--- src/source/acq_pkg.sv ---
package acq_pkg;

   // --------------------
   // Widths and depths.
   // --------------------
   localparam int SAMPLE_W    = 24;              // One raw sample.
   localparam int BUF_AW      = 4;               // Block buffer address bits.
   localparam int BUF_DEPTH   = 1 << BUF_AW;     // 16 entries.
   localparam int STORE_AW    = 6;               // Sample store address bits.
   localparam int STORE_DEPTH = 1 << STORE_AW;   // 64 words.
   localparam int BUS_DW      = 32;              // Wishbone data width.

   // --------------------
   // Vector types.
   // --------------------
   typedef logic [SAMPLE_W-1:0] sample_t;
   typedef logic [BUF_AW:0]     buf_ptr_t;       // MSB is the wrap bit.
   typedef logic [STORE_AW-1:0] store_adr_t;
   typedef logic [STORE_AW:0]   store_ptr_t;     // MSB marks a full pass.
   typedef logic [BUS_DW-1:0]   bus_data_t;

   // Acquisition and read-back states.
   typedef enum logic [2:0] {
      AQ_WAITING,
      AQ_BUFFERING,
      AQ_READBACK,
      AQ_IDLE,
      AQ_FINISHED
   } aq_state_t;

   // --------------------
   // Command port.
   // --------------------
   typedef struct packed {
      logic       request;    // Held until done.
      logic       write;
      store_adr_t address;
      sample_t    data;       // Write data only.
   } mem_cmd_t;

   typedef struct packed {
      logic    done;          // One-cycle pulse.
      sample_t data;          // Read data, valid with done.
   } mem_rsp_t;

   // --------------------
   // Wishbone classic.
   // --------------------
   typedef struct packed {
      logic       cyc;
      logic       stb;
      logic       we;
      store_adr_t adr;
      bus_data_t  dat;
   } wb_m2s_t;

   typedef struct packed {
      logic      ack;
      bus_data_t dat;
   } wb_s2m_t;

endpackage
--- src/source/acq_top.sv ---
`timescale 1ns/10ps

module acq_top (
   input  logic             clock_i,
   input  logic             reset_i,
   input  logic             enable_i,
   input  logic             strobe_i,
   input  acq_pkg::sample_t sample_i,
   input  logic             rd_req_i,
   output logic             rd_valid_o,
   output acq_pkg::sample_t rd_data_o,
   output logic             overflow_o,
   output logic             readback_o,
   output logic             finished_o
);
   import acq_pkg::*;

   // --------------------
   // Internal wiring.
   // --------------------
   logic     empty_n;   // Buffer holds data.
   sample_t  head;      // Oldest buffered sample.
   logic     pop;
   mem_cmd_t cmd;
   mem_rsp_t rsp;
   wb_m2s_t  wb_m2s;
   wb_s2m_t  wb_s2m;

   sample_buffer sample_buffer_i (
      .clock_i    (clock_i),
      .reset_i    (reset_i),
      .enable_i   (enable_i),
      .strobe_i   (strobe_i),
      .sample_i   (sample_i),
      .pop_i      (pop),
      .empty_n_o  (empty_n),
      .head_o     (head),
      .overflow_o (overflow_o)
   );

   acq_control acq_control_i (
      .clock_i    (clock_i),
      .reset_i    (reset_i),
      .enable_i   (enable_i),
      .empty_n_i  (empty_n),
      .head_i     (head),
      .rd_req_i   (rd_req_i),
      .rsp_i      (rsp),
      .pop_o      (pop),
      .cmd_o      (cmd),
      .rd_valid_o (rd_valid_o),
      .rd_data_o  (rd_data_o),
      .readback_o (readback_o),
      .finished_o (finished_o)
   );

   // Command to Wishbone bridge.
   wb_command_port wb_command_port_i (
      .clock_i (clock_i),
      .reset_i (reset_i),
      .cmd_i   (cmd),
      .wb_i    (wb_s2m),
      .rsp_o   (rsp),
      .wb_o    (wb_m2s)
   );

   sample_store sample_store_i (
      .clock_i (clock_i),
      .reset_i (reset_i),
      .wb_i    (wb_m2s),
      .wb_o    (wb_s2m)
   );

endmodule

--- src/source/sample_store.sv ---
`timescale 1ns/10ps

module sample_store (
   input  logic             clock_i,
   input  logic             reset_i,
   input  acq_pkg::wb_m2s_t wb_i,
   output acq_pkg::wb_s2m_t wb_o
);
   import acq_pkg::*;

   bus_data_t mem [STORE_DEPTH];   // On-chip stand-in for external RAM.
   logic      ack_q;
   bus_data_t rdat_q;
   logic      access;

   assign access = wb_i.cyc && wb_i.stb;

   // --------------------
   // Acknowledge.
   // --------------------
   // One cycle after the strobe, never two in a row.
   always_ff @(posedge clock_i) begin
      if (reset_i) begin
         ack_q <= 1'b0;
      end else begin
         ack_q <= access && !ack_q;
      end
   end

   // --------------------
   // Memory.
   // --------------------
   // Write lands at the end of the ack cycle.
   always_ff @(posedge clock_i) begin
      if (access && wb_i.we && ack_q) begin
         mem[wb_i.adr] <= wb_i.dat;
      end
   end

   // Read data registered together with ack.
   always_ff @(posedge clock_i) begin
      if (access && !ack_q) begin
         rdat_q <= mem[wb_i.adr];
      end
   end

   assign wb_o = '{ack: ack_q, dat: rdat_q};

endmodule

--- src/source/wb_command_port.sv ---
`timescale 1ns/10ps

module wb_command_port (
   input  logic              clock_i,
   input  logic              reset_i,
   input  acq_pkg::mem_cmd_t cmd_i,
   input  acq_pkg::wb_s2m_t  wb_i,
   output acq_pkg::mem_rsp_t rsp_o,
   output acq_pkg::wb_m2s_t  wb_o
);
   import acq_pkg::*;

   logic       cyc_q;
   logic       stb_q;
   logic       acked_q;     // Command served, waiting for request to fall.
   logic       we_q;
   store_adr_t adr_q;
   bus_data_t  dat_q;
   logic       done_q;
   sample_t    rdat_q;
   logic       start;
   logic       ack_seen;

   assign start    = cmd_i.request && !acked_q && !cyc_q;
   assign ack_seen = cyc_q && wb_i.ack;

   // --------------------
   // Bus cycle control.
   // --------------------
   always_ff @(posedge clock_i) begin
      if (reset_i) begin
         cyc_q   <= 1'b0;
         stb_q   <= 1'b0;
         acked_q <= 1'b0;
      end else if (ack_seen) begin
         cyc_q   <= 1'b0;   // Drop in the cycle after ack.
         stb_q   <= 1'b0;
         acked_q <= 1'b1;
      end else begin
         if (start) begin
            cyc_q <= 1'b1;
            stb_q <= 1'b1;
         end
         if (!cmd_i.request) acked_q <= 1'b0;   // Ready for the next one.
      end
   end

   // Address, direction and write data captured at start.
   always_ff @(posedge clock_i) begin
      if (start) begin
         we_q  <= cmd_i.write;
         adr_q <= cmd_i.address;
         dat_q <= bus_data_t'(cmd_i.data);   // Zero-extended.
      end
   end

   // --------------------
   // Response.
   // --------------------
   always_ff @(posedge clock_i) begin
      if (reset_i) done_q <= 1'b0;
      else         done_q <= ack_seen;
   end

   always_ff @(posedge clock_i) begin
      if (ack_seen) rdat_q <= wb_i.dat[SAMPLE_W-1:0];   // Upper bits unused.
   end

   assign rsp_o = '{done: done_q, data: rdat_q};
   assign wb_o  = '{cyc: cyc_q, stb: stb_q, we: we_q, adr: adr_q, dat: dat_q};

   // Slave acknowledges only an open strobe.
   a_ack_in_cyc : assert property (@(posedge clock_i) disable iff (reset_i)
      wb_i.ack |-> (cyc_q && stb_q))
      else $error("wb_command_port: ack outside a bus cycle");

endmodule

--- src/source/acq_control.sv ---
`timescale 1ns/10ps

module acq_control (
   input  logic              clock_i,
   input  logic              reset_i,
   input  logic              enable_i,
   input  logic              empty_n_i,
   input  acq_pkg::sample_t  head_i,
   input  logic              rd_req_i,
   input  acq_pkg::mem_rsp_t rsp_i,
   output logic              pop_o,
   output acq_pkg::mem_cmd_t cmd_o,
   output logic              rd_valid_o,
   output acq_pkg::sample_t  rd_data_o,
   output logic              readback_o,
   output logic              finished_o
);
   import acq_pkg::*;

   aq_state_t  state_q;
   store_ptr_t wr_ptr_q;     // Next store word to fill.
   store_ptr_t rd_ptr_q;     // Next store word to read back.
   logic       req_q;
   logic       write_q;
   store_adr_t adr_q;
   sample_t    data_q;
   logic       store_full;
   logic       reads_done;
   logic       issue_wr;
   logic       issue_rd;

   // --------------------
   // Decode.
   // --------------------
   assign store_full = wr_ptr_q[STORE_AW];   // One full pass written.
   assign reads_done = rd_ptr_q[STORE_AW];   // One full pass read.

   // Forward a buffered sample while the store still has room.
   assign issue_wr = (state_q == AQ_WAITING) && enable_i &&
                     !store_full && empty_n_i;

   // First read starts unasked; the rest wait for a request.
   assign issue_rd = ((state_q == AQ_WAITING) && enable_i && store_full) ||
                     ((state_q == AQ_IDLE) && !reads_done && rd_req_i);

   // Pop in the done cycle so the next head is ready in AQ_WAITING.
   assign pop_o = (state_q == AQ_BUFFERING) && rsp_i.done;

   assign cmd_o = '{request: req_q,
                    write:   write_q,
                    address: adr_q,
                    data:    data_q};

   // --------------------
   // Command payload.
   // --------------------
   // Held stable while request is high.
   always_ff @(posedge clock_i) begin
      if (issue_wr) begin
         adr_q  <= wr_ptr_q[STORE_AW-1:0];
         data_q <= head_i;
      end else if (issue_rd) begin
         adr_q  <= rd_ptr_q[STORE_AW-1:0];
      end
   end

   // Read-back data follows the response.
   always_ff @(posedge clock_i) begin
      if ((state_q == AQ_READBACK) && rsp_i.done) begin
         rd_data_o <= rsp_i.data;
      end
   end

   // --------------------
   // State machine.
   // --------------------
   always_ff @(posedge clock_i) begin
      if (reset_i) begin
         state_q    <= AQ_WAITING;
         wr_ptr_q   <= '0;
         rd_ptr_q   <= '0;
         req_q      <= 1'b0;
         write_q    <= 1'b0;
         rd_valid_o <= 1'b0;
         readback_o <= 1'b0;
         finished_o <= 1'b0;
      end else begin
         rd_valid_o <= 1'b0;   // Single-cycle pulse.

         case (state_q)
            AQ_WAITING: begin
               if (issue_rd) begin
                  req_q      <= 1'b1;
                  write_q    <= 1'b0;
                  readback_o <= 1'b1;   // Sticky from here on.
                  state_q    <= AQ_READBACK;
               end else if (issue_wr) begin
                  req_q   <= 1'b1;
                  write_q <= 1'b1;
                  state_q <= AQ_BUFFERING;
               end
            end

            AQ_BUFFERING: begin
               if (rsp_i.done) begin
                  req_q    <= 1'b0;
                  wr_ptr_q <= wr_ptr_q + 1'b1;
                  state_q  <= AQ_WAITING;
               end
            end

            AQ_READBACK: begin
               // Requests are ignored while a read is in flight.
               if (rsp_i.done) begin
                  req_q      <= 1'b0;
                  rd_ptr_q   <= rd_ptr_q + 1'b1;
                  rd_valid_o <= 1'b1;
                  state_q    <= AQ_IDLE;
               end
            end

            AQ_IDLE: begin
               if (reads_done) begin
                  finished_o <= 1'b1;
                  state_q    <= AQ_FINISHED;
               end else if (issue_rd) begin
                  req_q   <= 1'b1;
                  write_q <= 1'b0;
                  state_q <= AQ_READBACK;
               end
            end

            AQ_FINISHED: begin
               state_q <= AQ_FINISHED;   // Only reset leaves.
            end

            default: begin
               state_q <= AQ_WAITING;
            end
         endcase
      end
   end

   // Done only answers a raised request.
   a_done_with_req : assert property (@(posedge clock_i) disable iff (reset_i)
      rsp_i.done |-> req_q)
      else $error("acq_control: done without a pending request");

endmodule

--- src/source/sample_buffer.sv ---
`timescale 1ns/10ps

module sample_buffer (
   input  logic             clock_i,
   input  logic             reset_i,
   input  logic             enable_i,
   input  logic             strobe_i,
   input  acq_pkg::sample_t sample_i,
   input  logic             pop_i,
   output logic             empty_n_o,
   output acq_pkg::sample_t head_o,
   output logic             overflow_o
);
   import acq_pkg::*;

   sample_t  mem [BUF_DEPTH];   // Block buffer storage.
   buf_ptr_t wr_ptr_q;
   buf_ptr_t rd_ptr_q;
   logic     full;
   logic     push;

   // --------------------
   // Status.
   // --------------------
   // Full when wrap bits differ but the addresses match.
   assign full = (wr_ptr_q[BUF_AW] != rd_ptr_q[BUF_AW]) &&
                 (wr_ptr_q[BUF_AW-1:0] == rd_ptr_q[BUF_AW-1:0]);
   assign push      = enable_i && strobe_i && !full;   // Drop when full.
   assign empty_n_o = (wr_ptr_q != rd_ptr_q);
   assign head_o    = mem[rd_ptr_q[BUF_AW-1:0]];        // Combinational head.

   // --------------------
   // Storage and pointers.
   // --------------------
   always_ff @(posedge clock_i) begin
      if (push) begin
         mem[wr_ptr_q[BUF_AW-1:0]] <= sample_i;
      end
   end

   always_ff @(posedge clock_i) begin
      if (reset_i) begin
         wr_ptr_q <= '0;
         rd_ptr_q <= '0;
      end else begin
         if (push)  wr_ptr_q <= wr_ptr_q + 1'b1;
         if (pop_i) rd_ptr_q <= rd_ptr_q + 1'b1;
      end
   end

   // Sticky overflow, cleared while disabled.
   always_ff @(posedge clock_i) begin
      if (reset_i || !enable_i) begin
         overflow_o <= 1'b0;
      end else if (strobe_i && full) begin
         overflow_o <= 1'b1;   // Sample lost.
      end
   end

   // Controller pops only after forwarding a buffered word.
   a_no_pop_empty : assert property (@(posedge clock_i) disable iff (reset_i)
      pop_i |-> empty_n_o)
      else $error("sample_buffer: pop while empty");

endmodule

--- config.mk ---
export PLATFORM = sky130hd
export DESIGN_NAME = acq_top
export DESIGN_NICKNAME = d
export VERILOG_FILES = /design/src/source/acq_pkg.sv /design/src/source/acq_top.sv /design/src/source/sample_store.sv /design/src/source/wb_command_port.sv /design/src/source/acq_control.sv /design/src/source/sample_buffer.sv
export SDC_FILE = /design/constraint.sdc
export NUM_CORES = 2
export LEC_CHECK = 0
export BUFFER_PORTS_ARGS = -buffer_cell sky130_fd_sc_hd__buf_2
export CAP_MARGIN = 20
export CORE_MARGIN = 3
export CORE_UTILIZATION = 45
export CTS_CLUSTER_DIAMETER = 30
export CTS_CLUSTER_SIZE = 30
export DETAILED_ROUTE_END_ITERATION = 8
export MAX_ROUTING_LAYER = met4
export PLACE_DENSITY_LB_ADDON = 0.15
export SYNTH_ARGS = -nofsm -noshare
export SYNTH_HDL_FRONTEND = slang
export SYNTH_SLANG_ARGS = --single-unit
--- constraint.sdc ---
create_clock -name clock_i -period 4.9 [get_ports clock_i]
set_input_delay 0.735 -clock clock_i [delete_from_list [all_inputs] [get_ports clock_i]]
set_output_delay 0.735 -clock clock_i [all_outputs]
set_load 0.02 [all_outputs]
# Yosys cells after proc, flatten, opt, wreduce, memory -nomap -nowiden
# Memory sizes are Yosys's and may differ from the RTL's. A register that Yosys moved wholly into a read port is not among the register bits.
# Index checks and enable logic that the tools add are counted.
# totals
n_memories	2
mem_bits_rw	1920
in_bits	29
word_cells	110
regBits	122
output_inout_bits	28
# mem_list
memory	words	word_bits	read_ports	rd_ports_with_merged_regs	wr	line	rtl
sample_store_i.mem	64	24	1	1	1	sample_store.sv:11	bus_data_t mem [STORE_DEPTH];
sample_buffer_i.mem	16	24	1	1	1	sample_buffer.sv:16	sample_t mem [BUF_DEPTH];
# op_classes
eq_ne	15
reduce_logical	41
addsub	4
bitwise_logic	1
muxes	26
# ops
operator	count
logical AND 1 bit	18
two-way mux 3 bit	6
two-way mux 1 bit	15
one-hot mux 3 bit (5 select lines)	1
adder 7 x 1 -> 7 bit, second input constant	2
two-way mux 6 bit	2
adder 5 x 1 -> 5 bit, second input constant	2
inequality test 2 x 1 -> 1 bit, second input constant	5
AND reduction 2 bit	4
AND reduction 4 bit	2
logical NOT 1 bit	7
equality test 3 x 2 -> 1 bit, second input constant	2
inequality test 3 x 1 -> 1 bit, second input constant	2
OR reduction 2 bit	3
inequality test 5 bit	1
AND reduction 5 bit	1
equality test 4 bit	1
nonzero test 2 bit	2
equality test 3 x 1 -> 1 bit, second input constant	1
equality test 3 bit, second input constant	1
logical NOT 3 bit	1
one-hot mux 1 bit (3 select lines)	1
nonzero test 3 bit	1
logical OR 1 bit	2
4 further kinds	4

# Logic depth before layout (Yosys ltp)
# depth
ltp_word	7
depth_mapped	12
depth_no_buf	6

# Cells and area by module
# A second synthesis with hierarchy kept.
# hier_totals
cells_unflattened	5256
area_unflattened_um2	98560.8
# modules_own_cells
mod	instances	cells_each	seq_area_each_um2	area_per_inst_um2
sample_store	1	4363	62479.9	78652.9
sample_buffer	1	628	11831.3	15247.1
acq_control	1	186	2062.0	2806.4
wb_command_port	1	79	1711.6	1854.3

# Worst setup path before layout
# OpenSTA, ideal clock, no wires.
# synth_timing
kind	reg-to-reg
startpoint	register sample_buffer_i.wr_ptr_q[3]
endpoint	memory sample_buffer_i.mem[3][0] (netlist bit) (enable)
setup_slack_ns	1.306
path_buffers	1
path_stages_with_launch	7
setup_time_ns	0.435
synth_period_minus_slack_ns	3.594
arrival_time_ns	3.159
required_ns	4.465
cell_sequence	dfxtp_1 -> clkbuf_1 -> xor2_1 -> nor4_1 -> a21oi_1 -> nand2_1 -> nor3_1
# synth_via
elab_chain_len	6
# synth_rtl
item	line	rtl
from (decl)	sample_buffer.sv:17	buf_ptr_t wr_ptr_q;
from (signal assigned)	sample_buffer.sv:46	if (push) wr_ptr_q <= wr_ptr_q + 1'b1;
equality test 4 bit	sample_buffer.sv:27	(wr_ptr_q[BUF_AW-1:0] == rd_ptr_q[BUF_AW-1:0]);
logical AND 1 bit	sample_buffer.sv:26	assign full = (wr_ptr_q[BUF_AW] != rd_ptr_q[BUF_AW]) &&
logical NOT 1 bit	sample_buffer.sv:28	assign push = enable_i && strobe_i && !full;
logical AND 1 bit	sample_buffer.sv:28	
two-way mux 1 bit	sample_buffer.sv:36	if (push) begin
two-way mux 1 bit (implied by the code)	sample_buffer.sv:37	mem[wr_ptr_q[BUF_AW-1:0]] <= sample_i;
to (decl)	sample_buffer.sv:16	
# Several ways; a longest one is shown, not always the timed one.

==> results.cfg <==
[outcome]
outcome = finished clean

[setup_path]
critPathLaunch = wb_command_port_i.adr_q[1]
crit_slowest_cell = or4_1
crit_arrival_ps = 4730
max_stage_delay_ps = 650
r2r_slack_ps = 850
cp_max_fo = 39
start_kind = flop
crit_chain = buf_12 > buf_12 > and2_2 > buf_4 > a221oi_1 > nor2_1 > o21ai_0 > o21ai_0 > or4_1
end_kind = flop
r2r-start = wb_command_port_i.adr_q[1]
crit_type = flop to flop
cp.required_ps = 5580

[grt]
use_met1 = 0.353
first_global_vias = 43353
met3_usage = 0.0637
grt_pass1_wl_mm = 338
globalRouteTotalUtil = 0.274
grt_max_degree = 100
grt_overflow = 0
grt.busiest_layer = met2
grt_util_met2 = 0.417
antenna_found_initial = 21

[synthesis]
synthFlopType = edfxtp_1
synth_top_cell_area_share = 0.780
synth_area_leaders = edfxtp_1, mux4_2, mux2i_1, mux2_2, a221oi_1
synthTopCellsByCount = edfxtp_1, mux4_2, nor2_1
ys_warn_count = 0
syn-num-nets = 3987
yosysSeqAreaShare = 0.789
synth_edf_count = 2053
async_flop_share = 0
avgSynthCellArea_um2 = 20.0
syn_inst = 3951
synth_seq_cells = 2090
yosysMostFrequentCell = edfxtp_1
synth_top_area_cell = edfxtp_1
synthesis.area_mm2 = 0.0790
yosysUniqueCellTypes = 66

[power_and_ir_drop]
power_density_mw_per_mm2 = 520
ir_drop_v = 0.000421
power_uw = 51300
p_leak_uw = 0.0325

[cts]
cts_hold_buf = 0
insertion_delay_ps = 990
cts_resized = 0
h-tree-depth = 5
clk_path_buf_depth = 4
cts_sinks = 2090
root_buffer = clkbuf_16
path_clk_slew_ps = 50
cts_tree = done
cts_buffers = 453
cts_setup_buffers = 0

[detailed_routing]
vias_per_cell = 6.09
firstDrtPassIters = 6
totalWireLength_mm = 241
vias = 43673
drcViolationCount = 0
drtIter0Drc = 5832
wl_per_cell_um = 33.6
drt.antenna.violating_nets = 0

[timing]
finalCritPeriodShare = 0.827
rsz0062_at_grt = no
fmax_mhz = 247
finalSetupViolCount = 0
hold_viol_final = 0
whs_ps = 134
worstMarginPinSlew_ps = 1210
fin_skew_ps = 88.5
relSlewSlack = 0.190
tns_ps = 0
drv_slew = 0
period_needed_ps = 4050

[floorplanning]
die_area_mm2 = 0.181
die_y_um = 425
initial_utilization = 0.454
io_pins = 57
coreArea_mm2 = 0.174
die_width_um = 425
core.rowCount = 153

[finish]
area_growth_pct = 24.8
nets = 4496
fillers = 13126
layoutNonFillerInstCount = 7166
drive_above_1_share = 0.301

[place]
hpwl_mm = 138
globalplace.congestion = 0.940
io_buffers = 56
placedCellCount = 6328

[job]
drv.max_cap_violation_count = 0

[min_path]
hp-start = enable_i
hp-class = input pin to flop
-- layout make-up --
class	instances	area [µm²]	share of cell area
flip-flops and latches	2090	62400	0.633
multi-input cells	1610	15800	0.160
clock buffers	517	11700	0.118
clock inverters	306	3440	0.0349
well taps	2325	2910	0.0295
repair buffers	295	2360	0.0240
inverters	10	42.5	0.000431
diodes	13	32.5	0.000330
-- where the power goes --
group	internal, µW	leakage [µW]	switching [µW]	total (µW)
clock	20400	0.00731	9440	29800
combinational	462	0.00647	1220	1680
sequential	19800	0.0188	56.7	19800
-- path summary, 6_finish.rpt --
| path | to | cells after the start |
|---|---|---|
| worst max-delay path | sample_store_i.rdat_q[23] | 9 |
| worst min-delay path | sample_buffer_i.overflow_o | 2 |
| worst max register to register | sample_store_i.rdat_q[23] | 9 |
| worst min register to register | wb_command_port_i.dat_q[15] | 0 |
-- worst max-delay path: cells and delay by family (launching register included) --
family,cells,cell delay [ps]
simple gates,3,1260
compound gates,3,1070
buf+inv,3,860
flops,1,480
-- routing by layer --
metal  up-vias  routed length, µm  part of all wire
met5         -                  0                 0
met4         0              11800             0.049
met3       584              23500             0.098
met2      2567             114000              0.47
met1     22828              91400              0.38
li1      17694                  -                 -
-- cells in the final DEF (no fill, tap or decap), types with 21 or more instances in the layout --
cell type,n
bufinv_16,66
mux2_2,103
a221oi_1,128
clkinvlp_4,39
clkinv_2,79
a221o_1,25
dfxtp_1,33
nor2_2,65
mux2i_1,173
buf_2,56
a21oi_1,99
edfxtp_1,2053
a22oi_1,140
clkinv_1,77
nand2_1,102
clkbuf_16,458
buf_4,217
a22o_1,25
mux4_2,248
clkinv_4,21
o21ai_0,78
o22ai_1,62
nor2_1,95
clkbuf_1,59
-- per-stage QoR --
| stage | util | cell area (µm²) | worst slack (ps) |
|---|---|---|---|
| final | 0.566 | 98600 | 846 |
| after global placement | 0.479 | 83400 | 947 |
| after detailed placement | 0.479 | 83400 | 989 |
| after global routing | 0.566 | 98600 | 910 |
| after floorplan | - | 79000 | 1310 |
| after CTS | 0.566 | 98500 | 990 |
-- flip-flops by register name, indices dropped and copies added (netlist names), 3 cells and up --
signal and count:
acq_control_i.rd_ptr_q 7, acq_control_i.state_q 3, wb_command_port_i.rdat_q 24, acq_control_i.adr_q 6
acq_control_i.wr_ptr_q 7, sample_buffer_i.wr_ptr_q 5, wb_command_port_i.dat_q 24, acq_control_i.rd_data_o 24
acq_control_i.data_q 24, sample_buffer_i.rd_ptr_q 5, sample_buffer_i.mem 384, sample_store_i.mem 1536
sample_store_i.rdat_q 24, wb_command_port_i.adr_q 6
-- kinds of logic after synthesis --
logic type | after synthesis | share of synthesized area
buffers and inverters | 251 | 0.0163
DFF | 2090 | 0.789
muxes | 529 | 0.108
adders and majority gates | 7 | 0.00111
and+or+nand+nor | 394 | 0.0227
xor gates and xnor gates | 22 | 0.00244
AOI/OAI and AO/OA | 658 | 0.0600
No activity file was read; power rests on OpenSTA's default activity.
